[config.mk]
export PLATFORM = sky130hd
export DESIGN_NAME = vec_execute
export DESIGN_NICKNAME = d
export VERILOG_FILES = /design/src/vec_isa_pkg.sv /design/src/vec_pipe_pkg.sv /design/src/vec_alu.sv /design/src/vec_execute.sv
export SDC_FILE = /design/constraint.sdc
export NUM_CORES = 1
export LEC_CHECK = 0
export BUFFER_PORTS_ARGS = -buffer_cell sky130_fd_sc_hd__buf_4
export CORE_ASPECT_RATIO = 0.6
export CORE_MARGIN = 2
export CORE_UTILIZATION = 45
export CTS_CLUSTER_DIAMETER = 150
export DETAILED_ROUTE_END_ITERATION = 7
export PLACE_DENSITY = 0.73
export SYNTH_ARGS = -nofsm -noshare
export SYNTH_HDL_FRONTEND = slang
export SYNTH_SLANG_ARGS = --single-unit
[constraint.sdc]
create_clock -name clk -period 15.1 [get_ports clk]
set_input_delay 3.02 -clock clk [delete_from_list [all_inputs] [get_ports clk]]
set_output_delay 3.02 -clock clk [all_outputs]
set_load 0.01 [all_outputs]
[src/vec_isa_pkg.sv]
`default_nettype none

package vec_isa_pkg;

	localparam int word_bits     = 64;
	localparam int instr_bits    = 32;
	localparam int reg_count     = 32;
	localparam int reg_addr_bits = 5;
	localparam int imm_bits      = 16;

	// field positions counted from the instruction msb
	localparam int opcode_pos = 0;
	localparam int rd_pos     = 6;
	localparam int rs_pos     = 11;
	localparam int rt_pos     = 16;
	localparam int ppp_pos    = 21;
	localparam int ww_pos     = 24;
	localparam int funct_pos  = 26;
	localparam int imm_pos    = 16; // overlaps rt, ppp, ww, funct

	typedef logic [0:word_bits-1] word_t; // byte 0 is the msb byte

	typedef enum logic [5:0] {
		op_vld   = 6'b100000,
		op_vsd   = 6'b100001,
		op_rtype = 6'b101010
	} opcode_e; // anything else is a nop

	typedef enum logic [5:0] {
		f_and = 6'd0,
		f_or  = 6'd1,
		f_xor = 6'd2,
		f_not = 6'd3,
		f_mov = 6'd4,
		f_add = 6'd5,
		f_sub = 6'd6
	} funct_e;

	typedef enum logic [1:0] {w8, w16, w32, w64} lane_e;

	typedef enum logic [2:0] {
		p_all   = 3'd0,
		p_upper = 3'd1, // most significant 32 bits
		p_lower = 3'd2,
		p_even  = 3'd3, // bytes 0, 2, 4, 6
		p_odd   = 3'd4
	} ppp_e;

endpackage

`default_nettype wire

[src/vec_pipe_pkg.sv]
`default_nettype none

package vec_pipe_pkg;

	localparam int addr_bits = 32;

	typedef struct packed {
		logic                                        wb_en;
		logic                                        use_alu; // 0 for a load
		vec_isa_pkg::funct_e                         funct;
		vec_isa_pkg::lane_e                          ww;
		vec_isa_pkg::ppp_e                           ppp;
		logic [vec_isa_pkg::reg_addr_bits-1:0]       rd;
		logic [vec_isa_pkg::reg_addr_bits-1:0]       rs;
		logic [vec_isa_pkg::reg_addr_bits-1:0]       rt;
		vec_isa_pkg::word_t                          rs_data; // load data rides here
		vec_isa_pkg::word_t                          rt_data;
	} ex_op_t;

	typedef struct packed {
		logic                                        en;
		logic [vec_isa_pkg::reg_addr_bits-1:0]       rd;
		vec_isa_pkg::ppp_e                           ppp;
		vec_isa_pkg::word_t                          data;
	} wb_t;

	typedef struct packed {
		logic                                        en;
		logic                                        wr_en;
		logic [addr_bits-1:0]                        addr;
		vec_isa_pkg::word_t                          wdata;
	} mem_req_t;

	function automatic vec_isa_pkg::word_t merge_ppp(input vec_isa_pkg::word_t old_data,
		input vec_isa_pkg::word_t new_data, input vec_isa_pkg::ppp_e ppp);
		vec_isa_pkg::word_t merged;
		int b;
		merged = old_data;
		for (b = 0; b < vec_isa_pkg::word_bits / 8; b++)
		begin
			if (ppp == vec_isa_pkg::p_all
				|| (ppp == vec_isa_pkg::p_upper && b < 4)
				|| (ppp == vec_isa_pkg::p_lower && b >= 4)
				|| (ppp == vec_isa_pkg::p_even && b % 2 == 0)
				|| (ppp == vec_isa_pkg::p_odd && b % 2 == 1))
				merged[8*b +: 8] = new_data[8*b +: 8];
		end
		return merged; // codes 5..7 leave old data
	endfunction

endpackage

`default_nettype wire

[src/vec_alu.sv]
`timescale 1ns/1ns
`default_nettype none

module vec_alu (
	input  vec_isa_pkg::funct_e     funct,
	input  vec_isa_pkg::lane_e      ww,
	input  vec_isa_pkg::word_t      a,
	input  vec_isa_pkg::word_t      b,
	output vec_isa_pkg::word_t      result
);

	localparam int n_bytes = vec_isa_pkg::word_bits / 8;

	logic [0:n_bytes-1]  lane_lsb; // set on the last byte of each lane
	vec_isa_pkg::word_t  arith;
	logic                is_sub;

	assign is_sub = (funct == vec_isa_pkg::f_sub);

	always_comb
	begin
		case (ww)
			vec_isa_pkg::w8:  lane_lsb = 8'b1111_1111;
			vec_isa_pkg::w16: lane_lsb = 8'b0101_0101;
			vec_isa_pkg::w32: lane_lsb = 8'b0001_0001;
			default:          lane_lsb = 8'b0000_0001;
		endcase
	end

	// byte-serial ripple with the carry restarting at each lane boundary
	always_comb
	begin
		vec_isa_pkg::word_t b_in;
		logic               carry;
		logic [8:0]         sum;
		int                 i;
		b_in  = is_sub ? ~b : b; // subtract as a + ~b + 1
		carry = 1'b0;
		for (i = n_bytes - 1; i >= 0; i--)
		begin
			if (lane_lsb[i])
				carry = is_sub;
			sum = {1'b0, a[8*i +: 8]} + {1'b0, b_in[8*i +: 8]} + {8'b0, carry};
			arith[8*i +: 8] = sum[7:0];
			carry = sum[8]; // dropped when the lane ends
		end
	end

	always_comb
	begin
		case (funct)
			vec_isa_pkg::f_and: result = a & b;
			vec_isa_pkg::f_or:  result = a | b;
			vec_isa_pkg::f_xor: result = a ^ b;
			vec_isa_pkg::f_not: result = ~a;
			vec_isa_pkg::f_mov: result = a;
			vec_isa_pkg::f_add,
			vec_isa_pkg::f_sub: result = arith;
			default:            result = '0; // unknown funct
		endcase
	end

endmodule

`default_nettype wire

[src/vec_execute.sv]
`timescale 1ns/1ns
`default_nettype none

module vec_execute (
	input  wire logic               clk,
	input  wire logic               reset,
	input  vec_pipe_pkg::ex_op_t    ex_op,
	output vec_pipe_pkg::wb_t       wb
);

	vec_pipe_pkg::ex_op_t   ex_q;
	vec_isa_pkg::word_t     op_a;
	vec_isa_pkg::word_t     op_b;
	vec_isa_pkg::word_t     alu_result;
	logic                   fwd_a;
	logic                   fwd_b;

	always_ff @(posedge clk)
	begin
		if (reset)
			ex_q.wb_en <= 1'b0;
		else
			ex_q <= ex_op;
	end

	// write-back result is one instruction ahead
	assign fwd_a = wb.en && (wb.rd != '0) && (wb.rd == ex_q.rs);
	assign fwd_b = wb.en && (wb.rd != '0) && (wb.rd == ex_q.rt);

	// a partial write only replaces part of the operand
	assign op_a = fwd_a ? vec_pipe_pkg::merge_ppp(ex_q.rs_data, wb.data, wb.ppp)
		: ex_q.rs_data;
	assign op_b = fwd_b ? vec_pipe_pkg::merge_ppp(ex_q.rt_data, wb.data, wb.ppp)
		: ex_q.rt_data;

	vec_alu i_vec_alu (
		.funct  (ex_q.funct),
		.ww     (ex_q.ww),
		.a      (op_a),
		.b      (op_b),
		.result (alu_result)
	);

	always_ff @(posedge clk)
	begin
		if (reset)
		begin
			wb.en <= 1'b0;
		end
		else
		begin
			wb.en   <= ex_q.wb_en;
			wb.rd   <= ex_q.rd;
			wb.ppp  <= ex_q.ppp;
			wb.data <= ex_q.use_alu ? alu_result : ex_q.rs_data; // load data unmodified
		end
	end

endmodule

`default_nettype wire

==> results_dict.tcl <==
set metrics [dict create \
    async_flop_share 0 \
    cts_sinks 229 \
    whs_ns 0.420 \
    drt_wl_total_mm 51.1 \
    drt-initial-drc-count 1101 \
    num_rows 54 \
    timing.rr.end "wb[62]" \
    p_sw_frac 0.305 \
    tritoncts "built" \
    grt_max_degree 109 \
    cp_max_fo 4 \
    yosys_warnings 0 \
    syn_inst 1500 \
    period_minus_slack_ns 15.26 \
    clk_latency_ns 0.56 \
    post-route-util 0.567 \
    crit_path_end "wb[62]" \
    crit_buf_inv 2 \
    cp_top_family "adder cells" \
    power_density_nw_per_um2 95.3 \
    core_um2 36400 \
    postRouteAntennaNets 0 \
    cts_buffers 24 \
    die_h_um 153 \
    post-place-cells 2232 \
    drc 0 \
    wl_per_cell_um 22.2 \
    maxSlewViolCount 0 \
    cp_data_arrival_time_ns 15.54 \
    syn_area_per_cell_um2 11.1 \
    grtUsageTotal 0.258 \
    cp-start-kind "register" \
    crit_required_ns 15.37 \
    finalHoldViolCount 0 \
    syn-cell-area_um2 16700 \
    rsz0062_at_grt "true" \
    ys.flop_type "edfxtp_1" \
    stdcell_count 2296 \
    seq_area_frac_synth 0.411 \
    cp_slowest_stage_delay_ns 0.57 \
    period_share 1.01 \
    setup_ws_ns -0.165 \
    skew_ns 0.0303 \
    synth_edf_count 227 \
    dp_hpwl_mm 35.3 \
    synth_cell_type_count 54 \
    io-pin-count 231 \
    place_ws_ns -0.692 \
    switchingPower_uw 601 \
    via_per_inst 5.69 \
    p_clk_frac 0.319 \
    grt_pass1_wl_mm 76.7 \
    synth-seq-cells 229 \
    crit_path_end_kind "register" \
    crit_cells 92 \
    overflow 0 \
    p_comb_frac 0.276 \
    h-tree-depth 1 \
    portBuffers 230 \
    place_congestion 0.921 \
    crit_type "register to register" \
    syn-num-nets 1856 \
    firstDrtPassIters 8 \
    violations "negative setup slack" \
    die_w_um 252 \
    power_mw 1.97 \
    relSlewSlack 0.303 \
    path_common_cell "a21o_1" \
    setup-violations-final 1 \
    status "finished, violations left" \
    max-cap-violations 0 \
    slowest_stage "or4_4" \
    setup.worst_path.start "wb[68]" \
    clock_path_buffers 3 \
    vias 13057 \
    path_clk_slew_ns 0.06 \
    rrSetupSlack_ns -0.16 \
    timing.rr.start "wb[68]" \
    fmaxAchievable_ghz 0.0655 \
    die-area_um2 38600 \
    hold_path.class "register to register" \
    area_growth_pct 23.9 \
    layout.nets 2157 \
    fillerInstances 3034 \
    p_int_mw 1.37 \
    pwr-share-seq 0.405 \
    first_global_vias 13164 \
    ir_drop_mv 0.0859 \
    layout-drive-gt1-share 0.258 \
    p_leak_nw 9.68 \
    tightest_slew_ns 1.05 \
    root_buffer "clkbuf_16" \
    rr_worst_depth 92 \
    antenna_found_initial 1 \
    start_util 0.458 \
]
==> flip-flops by register name, indices dropped and copies added (netlist names) <==
name	count
wb	73
ex_q	156
==> what timing repair did <==
item                       CTS  global route
hold buffers                 0             0
buffers inserted            12             7
pin swaps                   35            38
resized for setup           15            28
setup endpoints to repair    7             8
==> cell usage in the layout (no fill, tap or decap), types with 7 or more instances in the layout <==
master / n
buf_4: 355
mux2i_1: 235
edfxtp_1: 227
ha_1: 182
inv_1: 155
nor2_1: 94
xnor2_1: 70
o22ai_1: 64
a21oi_1: 52
xor2_1: 33
a221oi_1: 33
nand2_1: 28
clkbuf_16: 25
a31oi_1: 24
o2bb2ai_1: 23
a21o_1: 21
o21ai_0: 19
fa_2: 15
nor2b_1: 14
a21boi_0: 12
mux2_2: 11
nor3_1: 9
nand3b_1: 8
nand2b_1: 7
==> kinds of logic (layout without fill, tap and decap cells) <==
logic type                 count (synthesis)  after routing  synth area share
adders and majority gates                198            198             0.155
and+or+nand+nor                          191            191            0.0548
xor gates and xnor gates                 105            105            0.0552
DFF                                      229            229             0.411
AOI/OAI and AO/OA                        290            290             0.117
buffers and inverters                    238            557            0.0555
other                                      0              1                 0
muxes                                    249            249             0.150
==> power by group through the flow <==
stage	Combinational, mW	Sequential (mW)	Clock [mW]
2_1_floorplan	0.307	0.805	0
3_3_place_gp	0.489	0.808	0
3_5_place_dp	0.505	0.808	0
4_1_cts	0.519	0.796	0.636
5_1_grt	0.590	0.802	0.659
6_report	0.542	0.797	0.628
==> cells in the mapped netlist (all sizes together), types with 10 or more instances <==
master	number	area, um2
o22ai	64	400
clkbuf	60	225
nor2b	15	93.8
a221oi	38	339
inv	158	593
a31oi	25	156
xor2	34	298
o2bb2ai	23	201
a21oi	56	280
nor3	10	55.1
a21boi	12	90.1
fa	15	300
nor2	96	360
edfxtp	227	6820
xnor2	71	622
mux2i	238	2380
ha	183	2290
nand2	30	118
a21o	21	158
mux2	11	124
buf	20	106
o21ai	29	149
==> through the flow <==
stage | cell area, um2 | TNS, ns
after global routing | 20600 | -5.65
after global placement | 19600 | -0.770
after CTS | 20500 | 0
after floorplan | 16700 | 0
final | 20600 | -0.165
after detailed placement | 19600 | -1.93
==> metal layers <==
metal,wire (um),share of wire,vias up,GRT usage
li1,-,-,6071,-
met1,23700,0.46,6347,0.375
met2,20800,0.41,546,0.365
met3,5200,0.10,93,0.0833
met4,1380,0.027,0,0.0702
met5,0,0,-,0
==> area by class of cell <==
cell class	instances	area, um2	area share
diodes	1	2.50	0.000121
clock buffers	27	633	0.0307
clock inverters	17	170	0.00824
inverters	158	601	0.0291
multi-input cells	1033	9120	0.442
flip-flops and latches	229	6860	0.332
well taps	476	596	0.0288
repair buffers	355	2670	0.129
==> worst min path at each step <==
stage,start,end,cells past startpoint
2_1_floorplan,ex_q[143],wb[64],0
3_3_place_gp,ex_q[141],wb[70],0
6_report,ex_q[138],wb[67],0
3_5_place_dp,ex_q[138],wb[67],0
5_1_grt,ex_q[142],wb[71],0
4_1_cts,ex_q[138],wb[67],0
Power figures use the tool's default switching activity.
