===== src/vec_isa_pkg.sv =====
`default_nettype none

package vec_isa_pkg;

	localparam int word_bits     = 64;
	localparam int instr_bits    = 32;
	localparam int reg_count     = 32;
	localparam int reg_addr_bits = 5;
	localparam int imm_bits      = 16;

	// field positions counted from the instruction msb
	localparam int opcode_pos = 0;
	localparam int rd_pos     = 6;
	localparam int rs_pos     = 11;
	localparam int rt_pos     = 16;
	localparam int ppp_pos    = 21;
	localparam int ww_pos     = 24;
	localparam int funct_pos  = 26;
	localparam int imm_pos    = 16; // overlaps rt, ppp, ww, funct

	typedef logic [0:word_bits-1] word_t; // byte 0 is the msb byte

	typedef enum logic [5:0] {
		op_vld   = 6'b100000,
		op_vsd   = 6'b100001,
		op_rtype = 6'b101010
	} opcode_e; // anything else is a nop

	typedef enum logic [5:0] {
		f_and = 6'd0,
		f_or  = 6'd1,
		f_xor = 6'd2,
		f_not = 6'd3,
		f_mov = 6'd4,
		f_add = 6'd5,
		f_sub = 6'd6
	} funct_e;

	typedef enum logic [1:0] {w8, w16, w32, w64} lane_e;

	typedef enum logic [2:0] {
		p_all   = 3'd0,
		p_upper = 3'd1, // most significant 32 bits
		p_lower = 3'd2,
		p_even  = 3'd3, // bytes 0, 2, 4, 6
		p_odd   = 3'd4
	} ppp_e;

endpackage

`default_nettype wire


===== src/vec_pipe_pkg.sv =====
`default_nettype none

package vec_pipe_pkg;

	localparam int addr_bits = 32;

	typedef struct packed {
		logic                                        wb_en;
		logic                                        use_alu; // 0 for a load
		vec_isa_pkg::funct_e                         funct;
		vec_isa_pkg::lane_e                          ww;
		vec_isa_pkg::ppp_e                           ppp;
		logic [vec_isa_pkg::reg_addr_bits-1:0]       rd;
		logic [vec_isa_pkg::reg_addr_bits-1:0]       rs;
		logic [vec_isa_pkg::reg_addr_bits-1:0]       rt;
		vec_isa_pkg::word_t                          rs_data; // load data rides here
		vec_isa_pkg::word_t                          rt_data;
	} ex_op_t;

	typedef struct packed {
		logic                                        en;
		logic [vec_isa_pkg::reg_addr_bits-1:0]       rd;
		vec_isa_pkg::ppp_e                           ppp;
		vec_isa_pkg::word_t                          data;
	} wb_t;

	typedef struct packed {
		logic                                        en;
		logic                                        wr_en;
		logic [addr_bits-1:0]                        addr;
		vec_isa_pkg::word_t                          wdata;
	} mem_req_t;

	function automatic vec_isa_pkg::word_t merge_ppp(input vec_isa_pkg::word_t old_data,
		input vec_isa_pkg::word_t new_data, input vec_isa_pkg::ppp_e ppp);
		vec_isa_pkg::word_t merged;
		int b;
		merged = old_data;
		for (b = 0; b < vec_isa_pkg::word_bits / 8; b++)
		begin
			if (ppp == vec_isa_pkg::p_all
				|| (ppp == vec_isa_pkg::p_upper && b < 4)
				|| (ppp == vec_isa_pkg::p_lower && b >= 4)
				|| (ppp == vec_isa_pkg::p_even && b % 2 == 0)
				|| (ppp == vec_isa_pkg::p_odd && b % 2 == 1))
				merged[8*b +: 8] = new_data[8*b +: 8];
		end
		return merged; // codes 5..7 leave old data
	endfunction

endpackage

`default_nettype wire


===== src/vec_decode.sv =====
`timescale 1ns/1ns
`default_nettype none

module vec_decode (
	input  wire logic                                   clk,
	input  wire logic                                   reset,
	input  wire logic [0:vec_isa_pkg::instr_bits-1]     instruction,
	input  vec_isa_pkg::word_t                          mem_rdata,
	output logic [vec_isa_pkg::reg_addr_bits-1:0]       rd_addr_a,
	output logic [vec_isa_pkg::reg_addr_bits-1:0]       rd_addr_b,
	input  vec_isa_pkg::word_t                          rd_data_a,
	input  vec_isa_pkg::word_t                          rd_data_b,
	output logic                                        stall,
	output vec_pipe_pkg::mem_req_t                      mem_req,
	output vec_pipe_pkg::ex_op_t                        ex_op
);

	logic [0:vec_isa_pkg::instr_bits-1]     instr_q; // decode register
	logic                                   mem_wait; // second cycle of a load or store
	vec_isa_pkg::opcode_e                   opcode;
	logic [vec_isa_pkg::reg_addr_bits-1:0]  rd;
	logic [vec_isa_pkg::reg_addr_bits-1:0]  rs;
	logic [vec_isa_pkg::reg_addr_bits-1:0]  rt;
	logic [0:vec_isa_pkg::imm_bits-1]       imm;
	logic                                   is_ld;
	logic                                   is_sd;

	always_ff @(posedge clk)
	begin
		if (reset)
		begin
			instr_q  <= '0; // opcode 0 is a nop
			mem_wait <= 1'b0;
		end
		else
		begin
			if (!stall)
				instr_q <= instruction;
			mem_wait <= stall;
		end
	end

	assign opcode = vec_isa_pkg::opcode_e'(instr_q[vec_isa_pkg::opcode_pos +: 6]);
	assign rd     = instr_q[vec_isa_pkg::rd_pos +: vec_isa_pkg::reg_addr_bits];
	assign rs     = instr_q[vec_isa_pkg::rs_pos +: vec_isa_pkg::reg_addr_bits];
	assign rt     = instr_q[vec_isa_pkg::rt_pos +: vec_isa_pkg::reg_addr_bits];
	assign imm    = instr_q[vec_isa_pkg::imm_pos +: vec_isa_pkg::imm_bits];
	assign is_ld  = (opcode == vec_isa_pkg::op_vld);
	assign is_sd  = (opcode == vec_isa_pkg::op_vsd);

	assign rd_addr_a = rs;
	assign rd_addr_b = is_sd ? rd : rt; // store data comes from rd
	assign stall     = (is_ld || is_sd) && !mem_wait;

	// load asks in its first cycle, store writes in its second
	assign mem_req.en    = (is_ld && !mem_wait) || (is_sd && mem_wait);
	assign mem_req.wr_en = is_sd && mem_wait;
	assign mem_req.addr  = {{(vec_pipe_pkg::addr_bits - vec_isa_pkg::imm_bits){1'b0}}, imm};
	assign mem_req.wdata = rd_data_b;

	always_comb
	begin
		ex_op = '0; // bubble unless something writes
		if (opcode == vec_isa_pkg::op_rtype)
		begin
			ex_op.wb_en   = 1'b1;
			ex_op.use_alu = 1'b1;
			ex_op.funct   = vec_isa_pkg::funct_e'(instr_q[vec_isa_pkg::funct_pos +: 6]);
			ex_op.ww      = vec_isa_pkg::lane_e'(instr_q[vec_isa_pkg::ww_pos +: 2]);
			ex_op.ppp     = vec_isa_pkg::ppp_e'(instr_q[vec_isa_pkg::ppp_pos +: 3]);
			ex_op.rd      = rd;
			ex_op.rs      = rs;
			ex_op.rt      = rt;
			ex_op.rs_data = rd_data_a;
			ex_op.rt_data = rd_data_b;
		end
		else if (is_ld && mem_wait)
		begin
			// rs/rt stay 0 so execute never forwards over the load data
			ex_op.wb_en   = 1'b1;
			ex_op.ppp     = vec_isa_pkg::p_all;
			ex_op.rd      = rd;
			ex_op.rs_data = mem_rdata;
		end
	end

endmodule

`default_nettype wire


===== config.mk =====
export PLATFORM = sky130hd
export DESIGN_NAME = vec_decode
export DESIGN_NICKNAME = d
export VERILOG_FILES = /design/src/vec_isa_pkg.sv /design/src/vec_pipe_pkg.sv /design/src/vec_decode.sv
export SDC_FILE = /design/constraint.sdc
export NUM_CORES = 1
export LEC_CHECK = 0
export BUFFER_PORTS_ARGS = -buffer_cell sky130_fd_sc_hd__buf_2
export CAP_MARGIN = 15
export CELL_PAD_IN_SITES_DETAIL_PLACEMENT = 0
export CELL_PAD_IN_SITES_GLOBAL_PLACEMENT = 2
export CORE_AREA = 2 2 193 195
export CTS_BUF_LIST = sky130_fd_sc_hd__clkbuf_16
export CTS_CLUSTER_SIZE = 30
export DETAILED_ROUTE_END_ITERATION = 7
export DIE_AREA = 0 0 195 197
export GPL_ROUTABILITY_DRIVEN = 0
export PLACE_DENSITY_LB_ADDON = 0.1
export SLEW_MARGIN = 20
export SYNTH_ARGS = -nofsm -noshare
export SYNTH_HDL_FRONTEND = slang
export SYNTH_SLANG_ARGS = --single-unit

===== constraint.sdc =====
create_clock -name clk -period 3.9 [get_ports clk]
set_input_delay 0.195 -clock clk [delete_from_list [all_inputs] [get_ports clk]]
set_output_delay 0.195 -clock clk [all_outputs]
set_load 0.03 [all_outputs]

==> results.toml <==
[outcome]
run_status = "completed"

[floorplanning]
dieWidth_um = 195
i_o_pin_count = 491
floorplan.initialDensity_pct = 9.817
vert_die_dim_um = 197
dieArea_mm2 = 0.03842
std_cell_rows = 70
fp.coreArea_mm2 = 0.03626

[clocking]
cts.htree.levels = 2
post_cts_hold_buffer_count = 0
cts_tree = "done"
numClockSinks = 33
worstSkewPairLatency_ns = 0.28
numCtsBuffers = 5
post_cts_buffers = 0
clkTransAtPathRegs_ns = 0.05
cts-root-buf = "sky130_fd_sc_hd__clkbuf_16"
cts-root-to-sink-buffers = 2
cts.repair.resized = 0

[yosys]
post_synth_inst_count = 428
count_of_distinct_cell_types_in_the_synthesized_netlist = 27
yosys-top-cells-area = "sky130_fd_sc_hd__buf_4, sky130_fd_sc_hd__dfxtp_1, sky130_fd_sc_hd__a22o_1"
mappedNetlistArea_mm2 = 0.003560
synth_top_area_cell = "sky130_fd_sc_hd__buf_4"
ys_warn_count = 0
synth_seq_cells = 33
synthesis.area_per_instance_um2 = 8.317
synth.top_cell.area_share_pct = 21.30
synth-edff-count = 0
yosysSeqAreaShare_pct = 18.56
yosys_most_used_dff = "sky130_fd_sc_hd__dfxtp_1"
synth_async_sr_flop_share_pct = 0

[grt]
first_global_vias = 3972
grt_start_max_net_pins = 87
gr-usage-all-layers_pct = 11.27
global_route_wire_length_before_repair_um = 31190
grt_antenna_before_repair = 11
grt_remaining_overflow = 0

[sta]
setup_tns_ns = 0
slew-limit-headroom_pct = 37.39
timing_max_transition_violations_final = 0
finalCriticalPeriod_ns = 2.677
grt_setup_unrepaired = "no"
hold_slack_ns = 0.1519
timing.final.crit_share_pct = 68.64
achievable-frequency_ghz = 0.3736
hold_viol_final = 0
worst_slew_pin_slew_ns = 0.9391
finalClockSkew_ns = 0.005859
setup_violations = 0

[place]
dpl_cell_area_mm2 = 0.005654
place.detailed.hpwl_um = 19970
numPlacedInstances = 1254
io_buffers = 474

[setup_path]
startpoint_kind_of_the_worst_setup_timing_path = "register"
crit-reg2reg-launch = "instr_q[0]"
r2r_slack_ns = 1.95
cp_max_fo = 86
worstPathRequired_ns = 3.70
reg2regPathDepth = 4
r2r_path_end = "instr_q[13]"
worst_ep_arrival_time_ns = 2.48
endpoint_kind_of_the_worst_setup_timing_path = "output pin"
crit_end = "ex_op[81]"
critical_setup_path_class = "reg2out"
critical_path.startpoint = "instr_q[0]"

[finish]
finish.net_count = 1019
post-route-util_pct = 15.99
final_design_area_no_fill_mm2 = 0.005798
drive_above_1_share_pct = 62.42
finish.cell_count_without_fillers = 1264
signed_area_change_from_the_synthesized_netlist_to_the_final_layout_pct = 62.88

[hold_path]
hold_wc_path_type = "in2reg"

[route]
vias_after_detailed_routing = 4119
drt_wl_total_um = 23640
drtIter0Drc = 93
final_antenna_net_count = 0
detail_route.drc_violations = 0
post_drt_wl_per_cell_um = 18.70
first_pass_iters = 6
vias_per_cell = 3.259

[power]
max-vdd-ir-drop_mv = 0.1703
leak_pwr_nw = 3.282
cellPowerDensity_mw_per_mm2 = 205.5

[flow_run]
maxCapViolations = 0
[cell families (layout without fill, tap and decap cells)]
| logic type | count (synthesis) | in the layout | share of synthesized area, % |
|---|---|---|---|
| and+or+nand+nor | 154 | 154 | 27.73 |
| buffers and inverters | 136 | 486 | 26.99 |
| AOI/OAI and AO/OA | 72 | 72 | 17.43 |
| DFF | 33 | 33 | 18.56 |
| muxes | 32 | 32 | 9.174 |
| other | 1 | 19 | 0.1053 |
[through the flow]
step	setup WS (ns)	power, mW
5_1_grt	1.068	1.264
3_3_place_gp	1.483	0.8214
3_5_place_dp	1.501	0.8189
6_report	1.223	1.191
4_1_cts	1.191	1.229
2_1_floorplan	2.004	0.6845
[layer usage]
| metal | up-vias | share of wire (%) | track usage (%) |
|---|---|---|---|
| li1 | 2051 | - | - |
| met3 | 21 | 8.2 | 3.559 |
| met2 | 218 | 55 | 22.17 |
| met5 | - | 0.19 | 0 |
| met1 | 1823 | 36 | 11.88 |
| met4 | 6 | 0.88 | 1.583 |
[state kept, by name, summed over array words and instances (netlist names)]
| register | flops |
|---|---|
| instr_q | 32 |
| mem_wait | 1 |
[cells in the mapped netlist (2+ instances only)]
cell,instances
sky130_fd_sc_hd__clkbuf_2,3
sky130_fd_sc_hd__o21a_1,5
sky130_fd_sc_hd__dfxtp_1,33
sky130_fd_sc_hd__a22o_1,64
sky130_fd_sc_hd__nand2b_1,54
sky130_fd_sc_hd__nor3b_1,5
sky130_fd_sc_hd__buf_6,7
sky130_fd_sc_hd__buf_2,12
sky130_fd_sc_hd__mux2_2,5
sky130_fd_sc_hd__mux2i_1,27
sky130_fd_sc_hd__buf_4,101
sky130_fd_sc_hd__nor2_1,2
sky130_fd_sc_hd__and2_1,85
sky130_fd_sc_hd__clkbuf_1,12
[worst max-delay path: stages, from the launching register on]
cell                      delay (ns)
sky130_fd_sc_hd__dfxtp_1        0.32
sky130_fd_sc_hd__or3b_4         0.42
sky130_fd_sc_hd__nor3_4         0.18
sky130_fd_sc_hd__buf_4          0.72
sky130_fd_sc_hd__a22o_1         0.25
sky130_fd_sc_hd__buf_2          0.23
[how the worst min path moves through the flow]
stage / startpoint / slack [ns] / cells after the start / end
after floorplan: instruction[0] / 0.34 / 1 / instr_q[0]
after global placement: instruction[0] / 0.46 / 2 / instr_q[0]
after detailed placement: instruction[0] / 0.44 / 2 / instr_q[0]
after CTS: instruction[0] / 0.15 / 2 / instr_q[0]
after global routing: instruction[0] / 0.15 / 2 / instr_q[0]
final: instruction[0] / 0.15 / 2 / instr_q[0]
[power breakdown]
group,internal (mW),switching [mW],leakage [nW]
Sequential,0.361,0.0196,0.275
Clock,0.231,0.158,0.0633
Combinational,0.161,0.261,2.94
Total,0.753,0.439,3.28
[layout make-up]
cell class / count / area, um^2
fillers: 4237 / 30460
repair buffers: 478 / 2402
multi-input cells: 274 / 2002
flip-flops and latches: 33 / 660.6
well taps: 468 / 585.6
clock buffers: 5 / 125.1
clock inverters: 2 / 11.26
diodes: 3 / 7.507
inverters: 1 / 3.754
[cell usage in the layout (no fill, tap or decap)]
| cell | count |
|---|---|
| sky130_fd_sc_hd__buf_2 | 474 |
| sky130_fd_sc_hd__and2_1 | 85 |
| sky130_fd_sc_hd__a22o_1 | 64 |
| sky130_fd_sc_hd__nand2b_1 | 54 |
| sky130_fd_sc_hd__dfxtp_1 | 33 |
| sky130_fd_sc_hd__mux2i_1 | 27 |
| sky130_fd_sc_hd__conb_1 | 16 |
| sky130_fd_sc_hd__nor3b_1 | 5 |
| sky130_fd_sc_hd__o21a_1 | 5 |
| sky130_fd_sc_hd__mux2_2 | 5 |
| sky130_fd_sc_hd__clkbuf_16 | 5 |
| sky130_fd_sc_hd__buf_4 | 4 |
| sky130_fd_sc_hd__diode_2 | 3 |
| sky130_fd_sc_hd__nor2_1 | 2 |
| sky130_fd_sc_hd__inv_1 | 1 |
| sky130_fd_sc_hd__and3_2 | 1 |
| sky130_fd_sc_hd__or3b_4 | 1 |
| sky130_fd_sc_hd__nand2_1 | 1 |
| sky130_fd_sc_hd__nor3_4 | 1 |
| sky130_fd_sc_hd__nor4b_4 | 1 |
| sky130_fd_sc_hd__nand3_1 | 1 |
| sky130_fd_sc_hd__o21ai_0 | 1 |
| sky130_fd_sc_hd__a211oi_1 | 1 |
| sky130_fd_sc_hd__or2_2 | 1 |
| sky130_fd_sc_hd__o21ba_2 | 1 |
| sky130_fd_sc_hd__nor2b_1 | 1 |
| sky130_fd_sc_hd__clkinv_1 | 1 |
| sky130_fd_sc_hd__clkinvlp_4 | 1 |
Note: power is estimated with default switching activity, not from simulation.
