`src/vec_isa_pkg.sv`:
```
`default_nettype none

package vec_isa_pkg;

	localparam int word_bits     = 64;
	localparam int instr_bits    = 32;
	localparam int reg_count     = 32;
	localparam int reg_addr_bits = 5;
	localparam int imm_bits      = 16;

	// field positions counted from the instruction msb
	localparam int opcode_pos = 0;
	localparam int rd_pos     = 6;
	localparam int rs_pos     = 11;
	localparam int rt_pos     = 16;
	localparam int ppp_pos    = 21;
	localparam int ww_pos     = 24;
	localparam int funct_pos  = 26;
	localparam int imm_pos    = 16; // overlaps rt, ppp, ww, funct

	typedef logic [0:word_bits-1] word_t; // byte 0 is the msb byte

	typedef enum logic [5:0] {
		op_vld   = 6'b100000,
		op_vsd   = 6'b100001,
		op_rtype = 6'b101010
	} opcode_e; // anything else is a nop

	typedef enum logic [5:0] {
		f_and = 6'd0,
		f_or  = 6'd1,
		f_xor = 6'd2,
		f_not = 6'd3,
		f_mov = 6'd4,
		f_add = 6'd5,
		f_sub = 6'd6
	} funct_e;

	typedef enum logic [1:0] {w8, w16, w32, w64} lane_e;

	typedef enum logic [2:0] {
		p_all   = 3'd0,
		p_upper = 3'd1, // most significant 32 bits
		p_lower = 3'd2,
		p_even  = 3'd3, // bytes 0, 2, 4, 6
		p_odd   = 3'd4
	} ppp_e;

endpackage

`default_nettype wire

```
`src/vec_pipe_pkg.sv`:
```
`default_nettype none

package vec_pipe_pkg;

	localparam int addr_bits = 32;

	typedef struct packed {
		logic                                        wb_en;
		logic                                        use_alu; // 0 for a load
		vec_isa_pkg::funct_e                         funct;
		vec_isa_pkg::lane_e                          ww;
		vec_isa_pkg::ppp_e                           ppp;
		logic [vec_isa_pkg::reg_addr_bits-1:0]       rd;
		logic [vec_isa_pkg::reg_addr_bits-1:0]       rs;
		logic [vec_isa_pkg::reg_addr_bits-1:0]       rt;
		vec_isa_pkg::word_t                          rs_data; // load data rides here
		vec_isa_pkg::word_t                          rt_data;
	} ex_op_t;

	typedef struct packed {
		logic                                        en;
		logic [vec_isa_pkg::reg_addr_bits-1:0]       rd;
		vec_isa_pkg::ppp_e                           ppp;
		vec_isa_pkg::word_t                          data;
	} wb_t;

	typedef struct packed {
		logic                                        en;
		logic                                        wr_en;
		logic [addr_bits-1:0]                        addr;
		vec_isa_pkg::word_t                          wdata;
	} mem_req_t;

	function automatic vec_isa_pkg::word_t merge_ppp(input vec_isa_pkg::word_t old_data,
		input vec_isa_pkg::word_t new_data, input vec_isa_pkg::ppp_e ppp);
		vec_isa_pkg::word_t merged;
		int b;
		merged = old_data;
		for (b = 0; b < vec_isa_pkg::word_bits / 8; b++)
		begin
			if (ppp == vec_isa_pkg::p_all
				|| (ppp == vec_isa_pkg::p_upper && b < 4)
				|| (ppp == vec_isa_pkg::p_lower && b >= 4)
				|| (ppp == vec_isa_pkg::p_even && b % 2 == 0)
				|| (ppp == vec_isa_pkg::p_odd && b % 2 == 1))
				merged[8*b +: 8] = new_data[8*b +: 8];
		end
		return merged; // codes 5..7 leave old data
	endfunction

endpackage

`default_nettype wire

```
`src/vec_fetch.sv`:
```
`timescale 1ns/1ns
`default_nettype none

module vec_fetch (
	input  wire logic                               clk,
	input  wire logic                               reset,
	input  wire logic                               stall,
	output logic [vec_pipe_pkg::addr_bits-1:0]      pc
);

	always_ff @(posedge clk)
	begin
		if (reset)
		begin
			pc <= '0;
		end
		else if (!stall)
		begin
			pc <= pc + 1'b1; // word addressed
		end
		// held while stalled so the same word is refetched
	end

endmodule

`default_nettype wire

```
`config.mk`:
```
export PLATFORM = sky130hd
export DESIGN_NAME = vec_fetch
export DESIGN_NICKNAME = d
export VERILOG_FILES = /design/src/vec_isa_pkg.sv /design/src/vec_pipe_pkg.sv /design/src/vec_fetch.sv
export SDC_FILE = /design/constraint.sdc
export NUM_CORES = 1
export LEC_CHECK = 0
export BUFFER_PORTS_ARGS = -buffer_cell sky130_fd_sc_hd__buf_4
export CORE_ASPECT_RATIO = 1.2
export CORE_UTILIZATION = 50
export CTS_BUF_LIST = sky130_fd_sc_hd__clkbuf_16
export CTS_CLUSTER_SIZE = 25
export DETAILED_ROUTE_END_ITERATION = 8
export PLACE_DENSITY = 0.85
export REMOVE_ABC_BUFFERS = 1
export SETUP_SLACK_MARGIN = 0.1
export SYNTH_ARGS = -nofsm -noshare
export SYNTH_HDL_FRONTEND = slang
export SYNTH_SLANG_ARGS = --single-unit
```
`constraint.sdc`:
```
create_clock -name clk -period 3.4 [get_ports clk]
set_input_delay 1.02 -clock clk [delete_from_list [all_inputs] [get_ports clk]]
set_output_delay 1.02 -clock clk [all_outputs]
set_load 0.02 [all_outputs]
```
==> results of run 1 <==
## synthesized netlist by cell type, drive strengths merged
library cell / count / area (um2)
ha: 1 / 12.51
xnor2: 6 / 52.55
nand4b: 1 / 15.01
or3: 5 / 32.53
xor2: 8 / 70.07
nand4: 12 / 90.09
and3: 3 / 20.02
and4b: 1 / 10.01
buf: 3 / 20.01
nor4: 3 / 18.77
o21ai: 4 / 20.02
mux2i: 1 / 10.01
nor2: 18 / 67.56
a21oi: 14 / 70.07
mux2: 3 / 33.78
and4: 4 / 36.29
clkbuf: 6 / 22.52
nor3: 3 / 15.01
o31ai: 10 / 75.07
nand3: 12 / 60.06
dfxtp: 32 / 640.6
nand2: 11 / 41.29
or4: 12 / 91.34
nor2b: 5 / 31.28
inv: 2 / 7.510
## cell type report
cell class	instances	area, um2	share of cell area [%]
clock buffer	5	125.1	6.410
clock inverter	2	7.507	0.3846
inverter	2	7.507	0.3846
multi-input combinational	137	873.3	44.74
sequential	32	640.6	32.82
tap	34	42.54	2.179
timing repair buffer	34	255.2	13.08
## kinds of logic after synthesis
| group | after synthesis | synth area share (%) |
|---|---|---|
| simple gates | 90 | 33.84 |
| flops | 32 | 40.96 |
| compound gates | 28 | 10.56 |
| xor+xnor | 14 | 7.840 |
| buf+inv | 11 | 3.199 |
| mux | 4 | 2.800 |
| fa+ha+maj | 1 | 0.7999 |
## power by group through the flow
stage	Combinational [mW]	Sequential, mW	Clock [mW]
after floorplan	0.00729	0.393	0
after global placement	0.0234	0.390	0
after detailed placement	0.0246	0.390	0
after CTS	0.0246	0.383	0.418
after global routing	0.0266	0.383	0.432
final	0.0246	0.383	0.411
## worst max-delay path, cell delays in order
cell	delay (ns)
buf_4	0.14
nand4b_2	0.27
or4_1	0.76
or4_1	0.54
a21oi_1	0.16
## per-layer routing
metal | GRT usage, % | vias up | wire (um)
met3 | 5.072 | 8 | 177
met5 | 0 | - | 0
met2 | 38.92 | 46 | 1830
met4 | 10.53 | 0 | 61
li1 | - | 736 | -
met1 | 28.61 | 676 | 1572
## how the worst min path moves through the flow
| stage | startpoint | endpoint | cells past startpoint |
|---|---|---|---|
| 2_1_floorplan | pc[31]$_SDFFE_PP0N_ | pc[31]$_SDFFE_PP0N_ | 2 |
| 3_3_place_gp | pc[31]$_SDFFE_PP0N_ | pc[31]$_SDFFE_PP0N_ | 2 |
| 6_report | pc[29]$_SDFFE_PP0N_ | pc[29]$_SDFFE_PP0N_ | 2 |
| 3_5_place_dp | pc[30]$_SDFFE_PP0N_ | pc[30]$_SDFFE_PP0N_ | 2 |
| 5_1_grt | pc[31]$_SDFFE_PP0N_ | pc[31]$_SDFFE_PP0N_ | 2 |
| 4_1_cts | pc[29]$_SDFFE_PP0N_ | pc[29]$_SDFFE_PP0N_ | 2 |
==> run summary, run 1 <==
The worst hold slack came out at 0.5065 ns. The detail-routed net length per standard cell is 14.80 um. The switching power total came out at 170.1 uW. Setup repair after global routing left no endpoint under its margin. The flow ran to the end, and the final reports show no timing, DRC or antenna violations.

The number of distinct library cell variants in the gate-level netlist after synthesis came out at 32. The worst-case register-to-register setup slack is 1.17 ns. The switching power share of the total came out at 20.78%.

The worst setup path is captured at a flip-flop. The remaining max-slew budget at the tightest pin is 49.32%. The number of endpoints with negative hold slack in the final report is 0. The post-place instance area is 1819 um2. In this run, CTS created clock tree buffers numbering 5. The width of the die is 53.06 um.

The maximum VDD drop came out at 396.0 uV. The area added between synthesis and finish is 24.80%. The final instance count without filler cells is 246.

The share of total power dissipated in the clock network is 50.2%. The initial antenna violation count came out at 0. The detailed-route via count is 1466. The detailed-router iteration count before antenna repair came out at 4. The sequential fraction of the synthesis area is 40.96%. The largest fanout on the critical path is 17.

Across every metal layer, demand over resource in global routing totals 23.66%. The clock-pin slew of the registers on the worst-case setup and hold paths came out at 0.05 ns. The first-pass GRT wire length is 5968 um. The maximum buffer depth of the clock tree is 2.

The placer congestion estimate is 0.8174. In the final layout, the registers with the most flip-flops are pc x32. The max-slew violation count is 0. For the worst setup path, the data required time is 3.60 ns. The number of vias per cell came out at 5.959.

The number of levels the H-tree was split into came out at 2. The fmax came out at 371.8 MHz. The global route total overflow is 0. pc holds more flip-flops than any other register. The die covers 3357 um2. Entering global routing, the biggest net connects 36 pins. STA classifies the critical path startpoint as an input pin. The total number of nets in the final design is 216. After synthesis the cells add up to 1564 um2. The count of inserted antenna diode cells came out at 0. The post-route fraction of the period consumed by the critical path came out at 79.11%. The insertion delay to the later sink of the worst-skew pair came out at 0.27 ns. The critical path starts at stall. The post-layout worst setup margin is 0.7104 ns.

For this block, the routed nets add up to 3641 um of wire. Timing analysis after detailed placement gives a worst setup slack of 0.4205 ns. The design draws 818.6 uW.

The final cell area excluding filler cells is 1952 um2. The slew at the pin closest to its max-slew limit came out at 0.7533 ns. The number of placed cells counting well taps is 239.

The warning count from the yosys run is 0. The total setup buffers inserted after CTS is 0. For this design the static power due to leakage is 0.7346 nW. The number of buffer cells added on primary ports is 34. The final design utilization is 67.53%. The critical path in this run is classified as input pin to flip-flop. The number of violations reported at the end of detailed-routing iteration 0 is 24. The setup-violating endpoint count in the final report came out at 0. The number of global-route vias before repair was 1363. Data on the critical path arrives at its endpoint at 2.89 ns. The clock sink count is 32. After synthesis the netlist holds a flip-flop and latch count of 32. The tree is rooted in a clkbuf_16. The average footprint of a synthesized cell came out at 8.689 um2. The count of fill cells added during filler insertion is 242. Power spread over the standard cell area amounts to 419.4 nW/um2. The floorplan die height came out at 63.27 um. The number of max-capacitance violations reported came out at 0.

The register with the most flip-flops in the layout has 32 of them. After legalization and detailed placement, the total HPWL measured 2530 um. The count of antenna-violating nets left after detailed routing came out at 0. The most critical setup path has its endpoint at pc[25]$_SDFFE_PP0N_. The number of cells upsized or downsized after cts is 0. The fraction of final layout cells with drive strength greater than 1 is 22.64%. The library cell used most frequently in the layout, excluding fill and tap cells, is buf_4. The number of cell instances on the worst register-to-register path is 4.

In this run the critical register-to-register path is captured at pc[25]$_SDFFE_PP0N_. The post-route minimum period came out at 2.690 ns. The tightest min-delay check is of the flip-flop to flip-flop type. Leaving out fill and tap cells, the most frequent cells in the layout are buf_4, dfxtp_1, nor2_1. Pin placement for this block handled 35 I/O pins. Once the floorplan was initialized, standard cells occupied 54.11% of the core. The cell count after synthesis came out at 180. TritonCTS built the clock tree. Internal power comes to 648.5 uW. The count of standard-cell rows came out at 21. The worst register-to-register path begins at pc[5]$_SDFFE_PP0N_. After clock tree synthesis, the flow added hold-fix buffers numbering 0. The share of total power in combinational logic is 3.0%.

The final worst clock skew is 0.002179 ns. Setup total negative slack on the finished layout was measured at 0 ns. After detailed routing, the number of remaining DRC violations is 0.

The core region is 2890 um2. The part of the total power dissipated in sequential elements is 46.8%.
No activity file was read; power rests on OpenSTA's default activity.
==> run 2: changes to the inputs <==
clock period = 2.75 ns   (was 3.4 ns; I/O delays follow)
==> run 2 against run 1 <==
Worst setup slack got worse by 0.25 ns. Total power increased by 23%. Die area unchanged. Critical path depth increased by 1. Sequential power increased by 24%. Utilization increased by 1.1 points. Design area increased by 1.6%. Clock-buffer cell count unchanged. First-iteration DRC count increased by 63%. Clock power increased by 22%. Combinational power increased by 22%. Critical endpoint unchanged.
==> run summary, run 2 (synthesis gave the netlist of run 1 again) <==
In the layout the commonest cells are buf_4, dfxtp_1, nor2_1. The count of inserted antenna diode cells came out at 0. The total CTS buffers came out at 5.

The static leakage power came out at 0.7600 nW. The largest registers in the layout are pc x32. The number of levels the H-tree was split into is 2. The initial antenna violation count came to 0. In the global route stage, met1 resource usage came out at 26.30%. The layer flagged by global routing as most heavily used is met2.

The detailed-route via count is 1475. The total setup buffers inserted after CTS is 0. The worst hold-check path type is flip-flop to flip-flop. The clock reaches the later pin of the worst-skew pair after 0.27 ns. The maximum number of pins on one net before global-route repair came out at 36.

The remaining max-slew budget at the tightest pin came out at 70.55%. The critical path data arrival time is 2.49 ns. The flow ran to the end, and the final reports show no timing, DRC or antenna violations. Along the worst path, the maximum fanout reaches 17. The setup-violating endpoint count in the final report is 0. The width of the die is 53.06 um. Leaving out fill and tap cells, the most frequent cell in the layout is buf_4.

The worst setup path is launched from an input pin. The maximum VDD drop came out at 621.3 uV. In the finished design, the share of the clock period the worst path needs comes to 83.24%.

The first global-routing pass estimated 5623 um of wire. The number of endpoints with negative hold slack in the final report came out at 0. The sequential standard cell area came out at 640.6 um2. STA classifies the critical path endpoint as a flip-flop. The total number of nets in the final design is 220. Counting flops per register, the top entry is pc. The number of hold-repair buffers added at the cts stage came out at 0.

The HPWL after detailed placement is 2378 um. The final worst clock skew came out at 0.002073 ns. The cell area power density is 507.9 nW/um2. In the final layout, the multi-input gates occupy 873.3 um2. The area growth from synthesis to layout is 26.80%. The initial cell density of the core came out at 54.11%. Pin placement for this block handled 35 I/O pins. The fraction of final layout cells with drive strength greater than 1 is 24.54%. The final design utilization is 68.61%. The number of cells upsized or downsized after cts is 0. The fmax came out at 436.9 MHz.

Buffers placed on the I/O ports in this run total 34. The count of fill cells added during filler insertion is 250. The number of vias per cell came out at 5.900. In this run the clock root is driven by a clkbuf_16. The overall track demand over capacity in global routing is 22.29%. The first detailed-routing pass ran for 4 iterations.

The clock passes through at most 2 buffers. The number of global-route vias before repair came out at 1329. The routing usage on met2 is 35.92%. The floorplan has 21 rows.

Setup repair after global routing left no endpoint under its margin. The clock-pin slew of the registers on the worst-case setup and hold paths is 0.05 ns. The global route total overflow is 0.

The floorplan die height came out at 63.27 um. Global routing consumed, on the met3 layer, 7.246% of the routing resources. TritonCTS built the clock tree. The placer congestion estimate came out at 0.7540. The worst endpoint required time is 2.95 ns. The number of max-capacitance violations reported is 0. The slew at the pin closest to its max-slew limit came out at 0.4384 ns. The count of antenna-violating nets left after detailed routing came out at 0. The number of violations reported at the end of detailed-routing iteration 0 is 39. The sum of routed wire length over all layers came out at 3450 um. The clock sink count is 32. The detail-routed net length per standard cell came out at 13.80 um. The core outline area came out at 2890 um2. The max-slew violation count is 0. The final routed DRC violation total is 0. The post-route minimum period is 2.289 ns. The category of the critical setup timing path is input pin to flip-flop. The die covers 3357 um2.

The total negative setup slack is 0 ns. The number of flip-flops under the largest register name is 32.
-- run 2: worst paths after layout --
kind / from / to / slack, ns / cells after the start
hold / removal: pc[31]$_SDFFE_PP0N_ / pc[31]$_SDFFE_PP0N_ / 0.49 / 2
hold reg to reg: pc[31]$_SDFFE_PP0N_ / pc[31]$_SDFFE_PP0N_ / 0.49 / 2
setup reg to reg: pc[5]$_SDFFE_PP0N_ / pc[25]$_SDFFE_PP0N_ / 0.65 / 5
setup / recovery: stall / pc[25]$_SDFFE_PP0N_ / 0.46 / 6
-- run 2: final cells by class --
type	instances	share of cell area [%]
flip-flops and latches	32	32.30
clock inverters	2	0.4416
well taps	34	2.145
inverters	2	0.3785
multi-input cells	137	44.04
repair buffers	38	14.38
clock buffers	5	6.309
-- run 2: critical path, stage by stage --
cell	delay, ns
buf_4	0.13
nand4b_2	0.20
or4_1	0.49
buf_4	0.20
or4_1	0.47
a21oi_1	0.16
-- run 2: metrics by stage --
stage                     hold slack (ns)  instances  setup WS, ns  power (mW)  area (um2)
final                              0.4950        250        0.4610       1.007        1983
after global routing               0.5318        250        0.3852       1.041        1983
after CTS                          0.4888        250        0.4630       1.017        1983
after detailed placement           0.4826        243        0.1819      0.5136        1849
after global placement             0.4696        243        0.2651      0.5114        1849
after floorplan                    0.5451        171        0.3046      0.4946        1521
-- run 2: layer usage --
layer,share of wire [%],vias to the layer above
li1,-,739
met1,43,686
met2,50,48
met3,6.3,2
met4,0.46,0
met5,0,-
-- run 2: report_power, final --
group	internal (mW)	total, mW	switching, mW
clock	0.324	0.503	0.179
sequential	0.468	0.474	0.00623
combinational	0.0111	0.0301	0.0190
total	0.803	1.01	0.205
==> run 3: changes to the inputs <==
clock period = 2.3 ns   (was 2.75 ns; I/O delays follow)
==> run 3 against run 2 <==
Via count grew 2.9%. Clock power grew 19%. Die area stayed put. Combinational power increased by 24%. First-iteration DRC count shrank 5.1%. Sequential power is 19% higher. Utilization is 1.5 points higher. Global-route usage up 3.6 points. Total power is 19% higher. Critical endpoint is now pc[29]$_SDFFE_PP0N_. Highest routed layer unchanged.
==> run summary, run 3 (synthesis gave the netlist of run 1 again) <==
The detailed-placement wirelength estimate came out at 2593 um. On the final layout, the worst clock skew is 0.005615 ns. The path with the worst hold slack has its endpoint at pc[31]$_SDFFE_PP0N_. The number of violations reported at the end of detailed-routing iteration 0 is 37. TritonCTS built the clock tree. The sum of routed wire length over all layers is 3807 um. Grouping stages by cell kind, the critical path spends the most delay in simple AND/OR/NAND/NOR gates. STA classifies the critical path startpoint as an input pin. No sink is reached through more buffers than the 2 on the longest clock path.

The number of cells on the critical path came out at 6. For this run the aggregate overflow at the end of global routing stands at 0. The worst setup path is captured at a flip-flop.

The category of the critical setup timing path is input pin to flip-flop. The most repeated library cell on the critical path is or4_1. The post-route minimum period came out at 2.116 ns. The critical path data arrival time is 2.32 ns. The number of global-route vias before repair came out at 1542. Fill cells in the final layout number 239. In this run the most critical hold path is launched from pc[31]$_SDFFE_PP0N_. The number of buffer cells added on primary ports is 34. The number of endpoints with negative hold slack in the final report is 0. The final cell area excluding filler cells came out at 2027 um2.

The number of placed cells counting well taps is 248. The total negative setup slack came out at 0 ns. The post-place instance area is 1887 um2. The detail-routed net length per standard cell came out at 14.93 um. The width of the die came out at 53.06 um. The share of total power in combinational logic is 3.1%. The clock-pin slew of the registers on the worst-case setup and hold paths is 0.05 ns.

The total CTS buffers is 5. The number of levels the H-tree was split into is 2. The count of standard-cell rows came out at 21. The core outline area is 2890 um2. The fraction of final layout cells with drive strength greater than 1 came out at 26.24%. The boundary pin count came out at 35. The library cell used most frequently in the layout, excluding fill and tap cells, is buf_4. Global routing used 25.93% of the available tracks. In this run switching power makes up 20.13% of total power.

The count of antenna-violating nets left after detailed routing is 0. The largest fanout on the critical path came out at 15. The worst hold-check path type is flip-flop to flip-flop.

For this run, the slowest stage of the critical path takes 0.51 ns. The multi-input combinational cells in the finished layout cover a total of 877.1 um2. The post-layout worst setup margin is 0.1837 ns. The startpoint identified for the worst register-to-register timing path is pc[6]$_SDFFE_PP0N_. The detailed-route via count came out at 1518. The max-slew violation count came to 0. The setup-violating endpoint count in the final report is 0. Of the available clock period, the critical path in the final layout requires 92.01%.

The worst endpoint required time is 2.51 ns. The final design utilization came out at 70.13%. The total power came out at 1.201 mW.

The placement-stage worst setup slack is -0.1068 ns. The net count of the finished layout is 225. The number of cell instances on the worst register-to-register path came out at 5. At the later pin of the worst-skew pair, clock insertion delay measures 0.27 ns. Across all hold checks on the routed design, the worst slack comes to 0.5106 ns.

Once the floorplan was initialized, standard cells occupied 54.11% of the core. The detailed-router iteration count before antenna repair is 4. The number of vias per cell is 5.953.

The worst-case register-to-register setup slack came out at 0.23 ns. The number of flip-flops under the largest register name came out at 32. The internal power component came out at 959.1 uW. The area added between synthesis and finish came out at 29.60%. The switching power total came out at 241.7 uW. The final instance count without filler cells is 255. The initial antenna violation count came to 0. The endpoint identified for the worst register-to-register timing path is pc[29]$_SDFFE_PP0N_. The run finished with clean final reports.

The clock root buffer is clkbuf_16. The sequential standard cell area came out at 640.6 um2. The remaining max-slew budget at the tightest pin is 73.38%. The combined buffer and inverter count along the critical path came out at 2. The maximum number of pins on one net before global-route repair came out at 36. Power spread over the standard cell area amounts to 592.4 nW/um2.

The library cells used most frequently in the layout, excluding fill and tap cells, are buf_4, dfxtp_1, nor2_1. Ranked by flip-flop count, first place goes to pc. The instance count along the most critical hold path came out at 2. The part of the total power dissipated in the clock network came out at 49.7%.

The maximum VDD drop is 638.9 uV. The final routed DRC violation total came out at 0. The clock sink count is 32.

Walking the worst path, the cells encountered are buf_4, nand4b_2, or4_1, buf_6, or4_1, a21oi_2. The first global-routing pass estimated 6506 um of wire. The largest individual stage delay along the critical path comes from the cell or4_1. The placer congestion estimate is 0.8828.

The part of the total power dissipated in sequential elements is 47.2%. The die outline area is 3357 um2. The count of inserted antenna diode cells is 0. The slew at the pin closest to its max-slew limit came out at 0.3963 ns. Setup repair after global routing left no endpoint under its margin. The tool flagged a number of max-cap violations equal to 0. The floorplan die height is 63.27 um. The static leakage power came out at 0.7796 nW. In the final layout, the registers with the most flip-flops are pc x32.

The fmax is 472.5 MHz.
==> run 3: changes by cell type in the layout (fill, tap and decap cells not counted) <==
cell,before,now
inv_1,3,2
a21oi_1,14,13
a21oi_2,0,1
buf_6,0,1
buf_4,38,42
clkinv_2,1,0
clkinv_1,0,2
==> run 3: worst max-delay path by stage <==
stage,to,startpoint,slack [ns]
final,pc[29]$_SDFFE_PP0N_,stall,0.18
after CTS,pc[29]$_SDFFE_PP0N_,stall,0.17
after global routing,pc[29]$_SDFFE_PP0N_,stall,0.12
after floorplan,pc[29]$_SDFFE_PP0N_,stall,-0.01
after global placement,pc[31]$_SDFFE_PP0N_,stall,-0.02
after detailed placement,pc[29]$_SDFFE_PP0N_,stall,-0.11
==> run 3: worst reg2reg max path: stages, from the launching register on <==
cell	delay [ns]
dfxtp_1	0.46
nand4_4	0.18
or4_1	0.56
buf_6	0.17
or4_1	0.49
a21oi_2	0.16
==> run 3: layer usage <==
metal | part of all wire [%] | global-route usage, % | up-vias
met1 | 42 | 28.64 | 713
met5 | 0 | 0 | -
met3 | 3.9 | 6.522 | 6
met4 | 2.3 | 13.49 | 0
met2 | 52 | 43.99 | 46
li1 | - | - | 753
==> run 3: power groups by stage <==
stage	sequential [mW]	clock (mW)	combinational (mW)
2_1_floorplan	0.581	0	0.0108
3_3_place_gp	0.577	0	0.0359
3_5_place_dp	0.577	0	0.0375
4_1_cts	0.566	0.605	0.0377
5_1_grt	0.566	0.640	0.0409
6_report	0.566	0.597	0.0374
==> run 3: final cells by class <==
type | count | share of cell area (%)
inverter | 2 | 0.3704
multi-input combinational | 137 | 43.27
sequential | 32 | 31.60
clock inverter | 2 | 0.3704
clock buffer | 5 | 6.173
tap | 34 | 2.099
timing repair buffer | 43 | 16.11
==> run 3: what timing repair did <==
item,CTS,global route
endpoints found under the setup margin,0,1
hold buffers,0,0
setup buffers,0,0
resized for setup,0,2
